File: src/source/corep_pkg.sv
`default_nettype none

package corep_pkg;

    // ------------------------------------------------------------------------
    // fetch block geometry

    localparam int FETCH_LANES = 4;
    localparam int LOG_FETCH_LANES = $clog2(FETCH_LANES);

    // fetch address in instruction units, low bits are the lane
    typedef logic [37:0] PC38_t;

    typedef logic [LOG_FETCH_LANES-1:0] fetch_lane_t;

    // address space identifier
    typedef logic [8:0] ASID_t;

    // ------------------------------------------------------------------------
    // btb entry encoding

    typedef enum logic [1:0] {
        ACTION_NONE   = 2'd0,
        ACTION_BRANCH = 2'd1,
        ACTION_JUMP   = 2'd2,
        ACTION_CALL   = 2'd3
    } action_t;

    // prediction info, target replaces the low 16 bits of the fetch address
    typedef struct packed {
        action_t     action;
        logic [1:0]  taken_ctr;
        logic [15:0] target_low;
    } BTB_info_t;

    localparam int BTB_TAG_BITS = 9;

    // pad so one way is a whole number of bytes
    localparam int BTB_ENTRY_RAW_BITS = $bits(BTB_info_t) + BTB_TAG_BITS;
    localparam int BTB_ENTRY_PAD_BITS = (8 - (BTB_ENTRY_RAW_BITS % 8)) % 8;

    typedef struct packed {
        logic [BTB_ENTRY_PAD_BITS-1:0] pad;
        BTB_info_t                     info;
        logic [BTB_TAG_BITS-1:0]       tag;
    } BTB_entry_t;

    localparam int BTB_ENTRY_BYTES = $bits(BTB_entry_t) / 8;

endpackage

`default_nettype wire
File: src/source/next_pc_select.sv
`default_nettype none

module next_pc_select import corep_pkg::*; (
    input  logic                         CLK,
    input  logic                         rst,

    // lookup response from the btb
    input  logic                         resp_valid,
    input  PC38_t                        resp_pc38,
    input  logic [FETCH_LANES-1:0]       hit_by_lane,
    input  BTB_info_t [FETCH_LANES-1:0]  info_by_lane,

    // registered prediction
    output logic                         pred_valid,
    output logic                         pred_taken,
    output fetch_lane_t                  pred_lane,
    output PC38_t                        pred_next_pc38
);

    fetch_lane_t             start_lane;
    logic [FETCH_LANES-1:0]  lane_mask;
    logic [FETCH_LANES-1:0]  taken_by_lane;
    logic [FETCH_LANES-1:0]  cand;
    logic                    sel_any;
    fetch_lane_t             sel_lane;
    PC38_t                   next_pc38;

    assign start_lane = resp_pc38[LOG_FETCH_LANES-1:0];

    // lanes at or after the start lane
    assign lane_mask = ~((FETCH_LANES'(1) << start_lane) - FETCH_LANES'(1));

    always_comb begin
        for (int lane = 0; lane < FETCH_LANES; lane++) begin
            case (info_by_lane[lane].action)
                ACTION_JUMP,
                ACTION_CALL:   taken_by_lane[lane] = hit_by_lane[lane];
                ACTION_BRANCH: taken_by_lane[lane] = hit_by_lane[lane]
                                                     && info_by_lane[lane].taken_ctr[1];
                default:       taken_by_lane[lane] = 1'b0;
            endcase
        end
    end

    assign cand = taken_by_lane & lane_mask;

    // first candidate from the low end
    always_comb begin
        sel_any = 1'b0;
        sel_lane = fetch_lane_t'(FETCH_LANES - 1);
        for (int lane = FETCH_LANES - 1; lane >= 0; lane--) begin
            if (cand[lane]) begin
                sel_any = 1'b1;
                sel_lane = fetch_lane_t'(lane);
            end
        end
    end

    // taken: splice target low bits, else start of the next block
    assign next_pc38 = sel_any
        ? {resp_pc38[37:16], info_by_lane[sel_lane].target_low}
        : {resp_pc38[37:LOG_FETCH_LANES] + 1'b1, {LOG_FETCH_LANES{1'b0}}};

    always_ff @(posedge CLK) begin
        if (rst) begin
            pred_valid <= 1'b0;
            pred_taken <= 1'b0;
        end else begin
            pred_valid <= resp_valid;
            pred_taken <= resp_valid && sel_any;
        end
    end

    always_ff @(posedge CLK) begin
        pred_lane <= sel_lane;
        pred_next_pc38 <= next_pc38;
    end

    taken_is_valid: assert property (@(posedge CLK) disable iff (rst)
        pred_taken |-> pred_valid && $past(resp_valid));

endmodule

`default_nettype wire

File: config.mk
export PLATFORM = sky130hd
export DESIGN_NAME = next_pc_select
export DESIGN_NICKNAME = d
export VERILOG_FILES = /design/src/source/corep_pkg.sv /design/src/source/next_pc_select.sv
export SDC_FILE = /design/constraint.sdc
export NUM_CORES = 1
export LEC_CHECK = 0
export BUFFER_PORTS_ARGS = -buffer_cell sky130_fd_sc_hd__buf_2
export CAP_MARGIN = 10
export CELL_PAD_IN_SITES_DETAIL_PLACEMENT = 0
export CELL_PAD_IN_SITES_GLOBAL_PLACEMENT = 1
export CORE_MARGIN = 5
export CORE_UTILIZATION = 29
export DETAILED_ROUTE_END_ITERATION = 8
export HOLD_SLACK_MARGIN = 0.06
export PLACE_DENSITY_LB_ADDON = 0.3
export SETUP_SLACK_MARGIN = 0.1
export SKIP_CTS_REPAIR_TIMING = 1
export SYNTH_ARGS = -nofsm -noshare
export SYNTH_HDL_FRONTEND = slang
export SYNTH_SLANG_ARGS = --single-unit
File: constraint.sdc
create_clock -name CLK -period 3 [get_ports CLK]
set_clock_uncertainty 0.15 [all_clocks]
set_input_delay 0.45 -clock CLK [delete_from_list [all_inputs] [get_ports CLK]]
set_output_delay 0.45 -clock CLK [all_outputs]
set_load 0.03 [all_outputs]
# After elaboration in Yosys (flattened, before gate mapping)
# Index checks and enable logic that the tools add are counted.
# word_totals
word_cells,46
reg_bits,42
out_inout_bits,42
in_bits,125
# op_classes
addsub,2
mux,14
eq_ne,12
n_bitwise,2
magnitude_cmp,1
n_reduce_logical,9
n_shift,1
# ops
operator,n
binary-select mux 20 bit (select 2 bit),1
two-way mux 38 bit,1
adder 36 x 1 -> 36 bit (second input constant),1
equality test 2 bit (second input constant),8
two-way mux 16 bit,1
equality test 2 x 1 -> 1 bit (second input constant),4
one-hot mux 1 bit (2 select lines),4
OR reduction 2 bit,4
logical AND 1 bit,5
two-way mux 1 bit,5
bitwise AND 4 bit,1
two-way mux 2 bit,2
inverter 4 bit,1
<< shifter 1 x 2 -> 4 bit (first input constant),1
subtractor 4 x 2 -> 4 bit (second input constant),1
< comparator 2 x 3 -> 1 bit (second input constant),1

# Depth between registers and ports, before layout
# Gate-level depths: netlist (run 1).
# logic_depth
depth_word,10
depth_mapped,7
mapped_depth_nobuf,6

# Worst setup path after synthesis (run 1)
# OpenSTA, ideal clock, no wires.
# synth_path
kind,in2reg
from,input resp_pc38[1]
to,register pred_next_pc38[5]
n_path_buf,1
path_slack_ns,0.832
required_ns,2.720
cell_stages,7
arrival_ns,1.888
path_cell_list,or3b_4 o22ai_4 inv_4 and3_1 buf_6 a222oi_1 o21ai_1
# synth_via
word_cells_on_any_way,14
classes_between,add/sub (1); shift (1); mux (10); bitwise (2)
# synth_lines
item,line_no,text
"start, declared",next_pc_select.sv:9,"input PC38_t resp_pc38,"
<< shifter 1 x 2 -> 4 bit (*),next_pc_select.sv:31,assign lane_mask = ~((FETCH_LANES'(1) << start_lane) - FETCH_LANES'(1));
subtractor 4 x 2 -> 4 bit (*),next_pc_select.sv:31,
inverter 4 bit (*),next_pc_select.sv:31,
bitwise AND 4 bit (*),next_pc_select.sv:45,assign cand = taken_by_lane & lane_mask;
two-way mux 2 bit,next_pc_select.sv:52,if (cand[lane]) begin
two-way mux 2 bit (*),next_pc_select.sv:52,
via sel_lane[1],next_pc_select.sv:25,fetch_lane_t sel_lane;
binary-select mux 20 bit (select 2 bit) (*),next_pc_select.sv:61,"? {resp_pc38[37:16], info_by_lane[sel_lane].target_low}"
two-way mux 16 bit (not written as such) (*),next_pc_select.sv:61,
two-way mux 38 bit (*),next_pc_select.sv:61,
via next_pc38[5],next_pc_select.sv:26,PC38_t next_pc38;
"end signal, assigned",next_pc_select.sv:76,pred_next_pc38 <= next_pc38;
"end, declared",next_pc_select.sv:17,output PC38_t pred_next_pc38
# The timed path passes the listed nets; every way through them passes the cells marked *. The select of a mux whose other input is x is not followed.
# A chain may end at the register's enable or synchronous reset.

# Worst setup path in the final report (run 1)
# layout_path
from,input resp_pc38[1]
to,register pred_next_pc38[4]
# Same word-level chain as after synthesis.

==> summary.md, run 1 <==
| Metric | Value |
|---|---|
| Max-cap violations | 0 |
| CTS buffer count | 5 |
| Synth top area cells | dfxtp_1 (39%), xor2_1 (8.5%), xnor2_1 (5.3%), a22oi_1 (5.2%), nand3_1 (3.2%) |
| Core Area | approximately 7300 µm² |
| Yosys cell types | 42 |
| Clock sink count | 42 |
| Die Ht | 96.3 µm |
| Peak VDD IR | a little over 0.0002 V |
| PwrDens | 488 nW/µm² |
| WL final | around 7600 µm |
| H-tree levels | 2 |
| Router iterations before antenna repair | 6 |
| Vias in the first global route | approximately 2500 |
| Critical path arrival | between 2 and 2.5 ns |
| DRC errors left | 0 |
| Ant diodes | 0 |
| Largest net degree at the start of global routing | 15 |
| Top-count cell post-synth | dfxtp_1 |
| Vias | about 2400 |
| RSZ-0062 raised after global routing | false |
| Synth top area share | 39.0% |
| Fin area | 3220 µm² |
| Post-synth top cells | dfxtp_1 (42), xor2_1 (21), nand2_1 (17) |
| Cell Rows | 31 |
| DRT antenna net count | 0 |
| Seq cells post-synth | between 40 and 50 |
| GRT Total Usage | around 16% |
| Cells after DPL | approximately 500 |
| Finished Layout Cells | roughly 510 |
| DRT iter0 DRCs | 81 |
| Placed Area | between 3000 and 4000 µm² |
| # fillers | 770 |
| Hpwl dp | between 6000 and 7000 µm |
| Initial antenna violation count | 0 |
| Req. time, crit path | 3.01 ns |
| WL/cell | around 15 µm |
| Slew @ Worst Pin | a little under 0.7 ns |
| Area Growth Syn to Fin | 49.1% |
| Kind of critical path | in -> reg |
| Avg Cell Area, Syn | 8.96 µm² |
| Initial core utilization | between 20% and 30% |
| Final core utilization | 44.4% |
| Setup tns final | 0 ns |
| EDFF count, synth | 0 |
| Synth warn | 0 |
| Net Count, Synth | between 300 and 400 |
| Critical path fanouts, max | 12 |
| Max clock buf depth | 2 |
| Async S/R FF share, synth | 0% |
| Clk slew on worst S/H paths | around 0.080 ns |
| First-pass GRT wire length | roughly 12000 µm |
| Fmax | 436 MHz |
| Die area | 9270 µm² |
| Max-slew violation count | 0 |
| Post-Synthesis Cells | 241 |
| Worst setup SP type | input pin |
| Slew headroom | a little over half |
| Worst setup EP type | register |
| Largest area contributor in the netlist | dfxtp_1 |
| Post-Syn Area | between 2000 and 2500 µm² |
| Status | complete, no violations |
| I/O pins | 167 |
| Share of the clock period used by the worst path after layout | roughly 76% |
| CTS tree | yes |
| Clock root cell | clkbuf_8 |
| Fin nets | between 500 and 600 |
| Final min period | approximately 2.3 ns |
| Register area share after synthesis | between 30% and 40% |
| Hold Path Class | in -> reg |
| GPL Wtd Cong | approximately 0.77 |
| Final hold violations | 0 |
| Pwr Total | 1570 µW |
| Final setup fails | 0 |
| Ys flop type | dfxtp_1 |
| I/O Buffers | ~160 |
| Global route overflow | 0 |
| Die span in x | about 96 µm |
| LEAKAGE | ~0.0015 µW |
| Drt via density | roughly 4.8 |
| Layout cells sized above 1 | a little under half |
routing by layer:
layer / track usage (%) / share of wire (%) / vias up
met5: 0 / 0 / -
met4: 4.38 / 0.75 / 0
met3: 4.69 / 9.8 / 6
met2: 26.9 / 48 / 108
met1: 19.7 / 41 / 1088
li1: - / - / 1234
final timing paths:
path,start,end,cells past startpoint
setup / recovery,resp_pc38[1],pred_next_pc38[4]$_DFF_P_,7
hold / removal,rst,pred_valid$_SDFF_PP0_,2
placed cells by master, fill, tap and decap left out, types with 2 or more instances in the layout:
cell type / instances
o211ai_1: 3
a22oi_1: 15
nor3_1: 11
bufinv_16: 2
inv_1: 5
o221ai_1: 4
buf_2: 162
o22ai_1: 2
clkbuf_8: 5
nor4_1: 8
xor2_1: 21
nor2_1: 14
mux2_2: 2
a222oi_1: 5
xnor2_1: 13
and3_1: 4
buf_4: 4
nand3_1: 14
o21ai_0: 9
dfxtp_1: 42
a211o_1: 2
nand2_1: 17
nand4_1: 11
a21oi_1: 8
and2_1: 2
o21ai_1: 4
or2_2: 2
registers in the layout, summed over array words and instances, names as in the netlist:
name	count
pred_valid	1
pred_lane	2
pred_next_pc38	38
pred_taken	1
final cells by class:
cell class	instances	area (µm²)	area share [%]
Timing Repair Buffer	166	841	26.1
Clock inverter	3	68.8	2.14
Sequential cell	42	841	26.1
Multi-Input combinational cell	186	1250	38.8
Clock buffer	5	68.8	2.14
Tap cell	99	124	3.85
Inverter	6	25.0	0.778
power breakdown:
part	switching [µW]	leakage [µW]	internal, µW	total (µW)
Combinational	251	0.00108	156	406
Sequential	10.7	0.000354	609	620
Clock	209	0.0000683	334	543
critical path, stage by stage:
cell,delay (ns)
buf_2,0.11
or3b_4,0.41
o22ai_4,0.39
inv_4,0.11
and3_1,0.36
a222oi_1,0.34
o21ai_0,0.12
kinds of logic after synthesis:
group	after synthesis	share of synthesized area [%]
flops	42	39.0
simple gates	92	23.5
buf+inv	13	3.13
compound gates	57	19.0
xor+xnor	34	13.8
mux	2	1.04
fa+ha+maj	1	0.580
per-stage QoR:
step | hold slack [ns] | setup WS, ns
final | 0.169 | 0.708
after global routing | 0.164 | 0.500
after CTS | 0.156 | 0.698
after detailed placement | 0.472 | 0.377
after global placement | 0.467 | 0.396
after floorplan | 0.379 | 0.832
No activity file was read; power rests on OpenSTA's default activity.
==> inputs of run 2 (changes only) <==
- CORE_UTILIZATION: 29 -> 27
- clock period: 3 -> 2.4 ns (I/O delays scaled with it)
==> run 2 against run 1 <==
- flip-flop and latch count unchanged
- clock-buffer cell count increased by 1
- core utilization decreased by 2.7 points
- critical endpoint is now pred_next_pc38[8]$_DFF_P_
- clock power increased by 2%
- largest power group unchanged
- cell count increased by 1.8%
- via count increased by 0.25%
- sequential power increased by 25%
- design area increased by 0.66%
- power increased by 18%
- die area increased by 6.6%
- setup slack got worse by 0.28 ns
- wire length increased by 3.1%
==> summary.md, run 2 (synthesized netlist as in run 1, its figures left out) <==
| Metric | Value |
|---|---|
| Kind of critical path | in -> reg |
| Initial core utilization | between 20% and 30% |
| Vias | about 2400 |
| Max-slew violation count | 0 |
| Comb power frac | approximately 28% |
| PwrDens | roughly 570 nW/µm² |
| NetSw | roughly 570 µW |
| H-tree levels | 2 |
| Die span in x | a little under 100 µm |
| Vias in the first global route | approximately 2600 |
| Final hold violations | 0 |
| Worst setup EP type | register |
| Max-cap violations | 0 |
| DRT antenna net count | 0 |
| Setup tns final | 0 ns |
| Die area | roughly 9900 µm² |
| Slew headroom | 46.6% |
| Worst hold path startpoint | rst |
| Reg power frac | between 40% and 50% |
| CTS tree | yes |
| Core Area | about 8000 µm² |
| Final min period | around 2 ns |
| Top flop regs | pred_next_pc38 (38), pred_lane (2) |
| Sw frac | between 30 and 40% |
| Worst setup SP type | input pin |
| Hold Crit Depth | 2 |
| Router iterations before antenna repair | 4 |
| DRT iter0 DRCs | between 60 and 70 |
| Fin nets | between 500 and 600 |
| Area Growth Syn to Fin | 50.1% |
| Hold Path Sink | pred_valid$_SDFF_PP0_ |
| GPL Wtd Cong | about 0.78 |
| # fillers | 840 |
| I/O Buffers | approximately 160 |
| GRT Total Usage | ~15% |
| Hpwl dp | 6440 µm |
| First-pass GRT wire length | between 10000 and 15000 µm |
| Critical path arrival | slightly below 2 ns |
| Ant diodes | 0 |
| WL/cell | about 15 µm |
| CTS buffer count | 5 |
| Commonest non-fill, non-tap cell in the layout | buf_2 |
| Global route overflow | 0 |
| Drt via density | around 4.7 |
| Number of flip-flops in the largest register | 38 |
| Internal power consumption | around 1300 µW |
| Req. time, crit path | 2.42 ns |
| Initial antenna violation count | 0 |
| Final setup fails | 0 |
| Largest net degree at the start of global routing | 14 |
| Fmax | roughly 510 MHz |
| Clock root cell | clkbuf_8 |
| Commonest non-fill, non-tap cells in the layout | buf_2 (162), dfxtp_1 (42), xor2_1 (21) |
| Clk slew on worst S/H paths | around 0.080 ns |
| I/O pins | between 150 and 200 |
| Largest Register | pred_next_pc38 |
| Clock share of power | 30.0% |
| LEAKAGE | roughly 0.0015 µW |
| Critical path fanouts, max | 12 |
| Peak VDD IR | around 0.00019 V |
| Max clock buf depth | 2 |
| Slew @ Worst Pin | 0.798 ns |
| Clock sink count | 42 |
| RSZ-0062 raised after global routing | false |
| Min Hold Slack | about 0.086 ns |
| Layout cells sized above 1 | 46.4% |
| DRC errors left | 0 |
| WL final | just under 8000 µm |
| Status | complete, no violations |
| Hold Path Class | in -> reg |
| Share of the clock period used by the worst path after layout | between 80 and 90% |
| Die Ht | about 99 µm |
| Cell Rows | 32 |
## run 2: changes by cell type in the layout (fill, tap and decap cells not counted)
cell	before	now
buf_4	4	10
bufinv_16	2	1
clkbuf_1	0	1
clkinvlp_4	0	1
clkinv_4	1	0
## run 2: how the worst max path moves through the flow
stage                   from                         end  cells after the start
6_report        resp_pc38[1]   pred_next_pc38[8]$_DFF_P_                      7
5_1_grt        resp_pc38[15]  pred_next_pc38[33]$_DFF_P_                      6
4_1_cts         resp_pc38[1]   pred_next_pc38[8]$_DFF_P_                      7
3_5_place_dp    resp_pc38[1]   pred_next_pc38[8]$_DFF_P_                      7
3_3_place_gp    resp_pc38[1]   pred_next_pc38[8]$_DFF_P_                      7
2_1_floorplan   resp_pc38[1]   pred_next_pc38[5]$_DFF_P_                      7
## run 2: worst max-delay path, stage by stage
cell      delay [ns]
buf_2           0.11
or3b_4          0.41
o22ai_4         0.19
inv_4           0.08
and3_1          0.34
a222oi_1        0.39
o21ai_1         0.11
## run 2: power by group through the flow
| stage | Sequential, µW | Clock, µW | Combinational, µW |
|---|---|---|---|
| 2_1_floorplan | 928 | 0 | 150 |
| 3_3_place_gp | 791 | 0 | 517 |
| 3_5_place_dp | 791 | 0 | 520 |
| 4_1_cts | 776 | 579 | 521 |
| 5_1_grt | 783 | 610 | 558 |
| 6_report | 775 | 554 | 515 |
## run 2: layer usage
| metal | wire, µm | share of wire (%) | vias to the layer above | GRT usage [%] |
|---|---|---|---|---|
| met1 | 3160 | 40 | 1079 | 18.5 |
| li1 | - | - | 1244 | - |
| met2 | 3800 | 49 | 110 | 27.0 |
| met5 | 0 | 0 | - | 0 |
| met3 | 770 | 9.9 | 9 | 4.98 |
| met4 | 75 | 0.96 | 0 | 3.26 |
## run 2: final cells by class
class	instances	area [µm²]	share of cell area, %
Multi-Input combinational cell	186	1250	38.6
Timing Repair Buffer	172	886	27.3
Sequential cell	42	841	26.0
Tap cell	102	128	3.94
Clock buffer	6	72.6	2.24
Clock inverter	2	37.5	1.16
Inverter	6	25.0	0.772
## run 2: through the flow
step	instances	total power, µW	worst slack [ns]	instance area, µm²	utilization, %
after detailed placement	508	1310	0.135	3130	40.3
after global routing	516	1950	0.210	3240	41.7
after CTS	516	1880	0.449	3240	41.7
after floorplan	241	1080	0.322	2160	-
final	516	1840	0.431	3240	41.7
after global placement	508	1310	0.141	3130	40.3
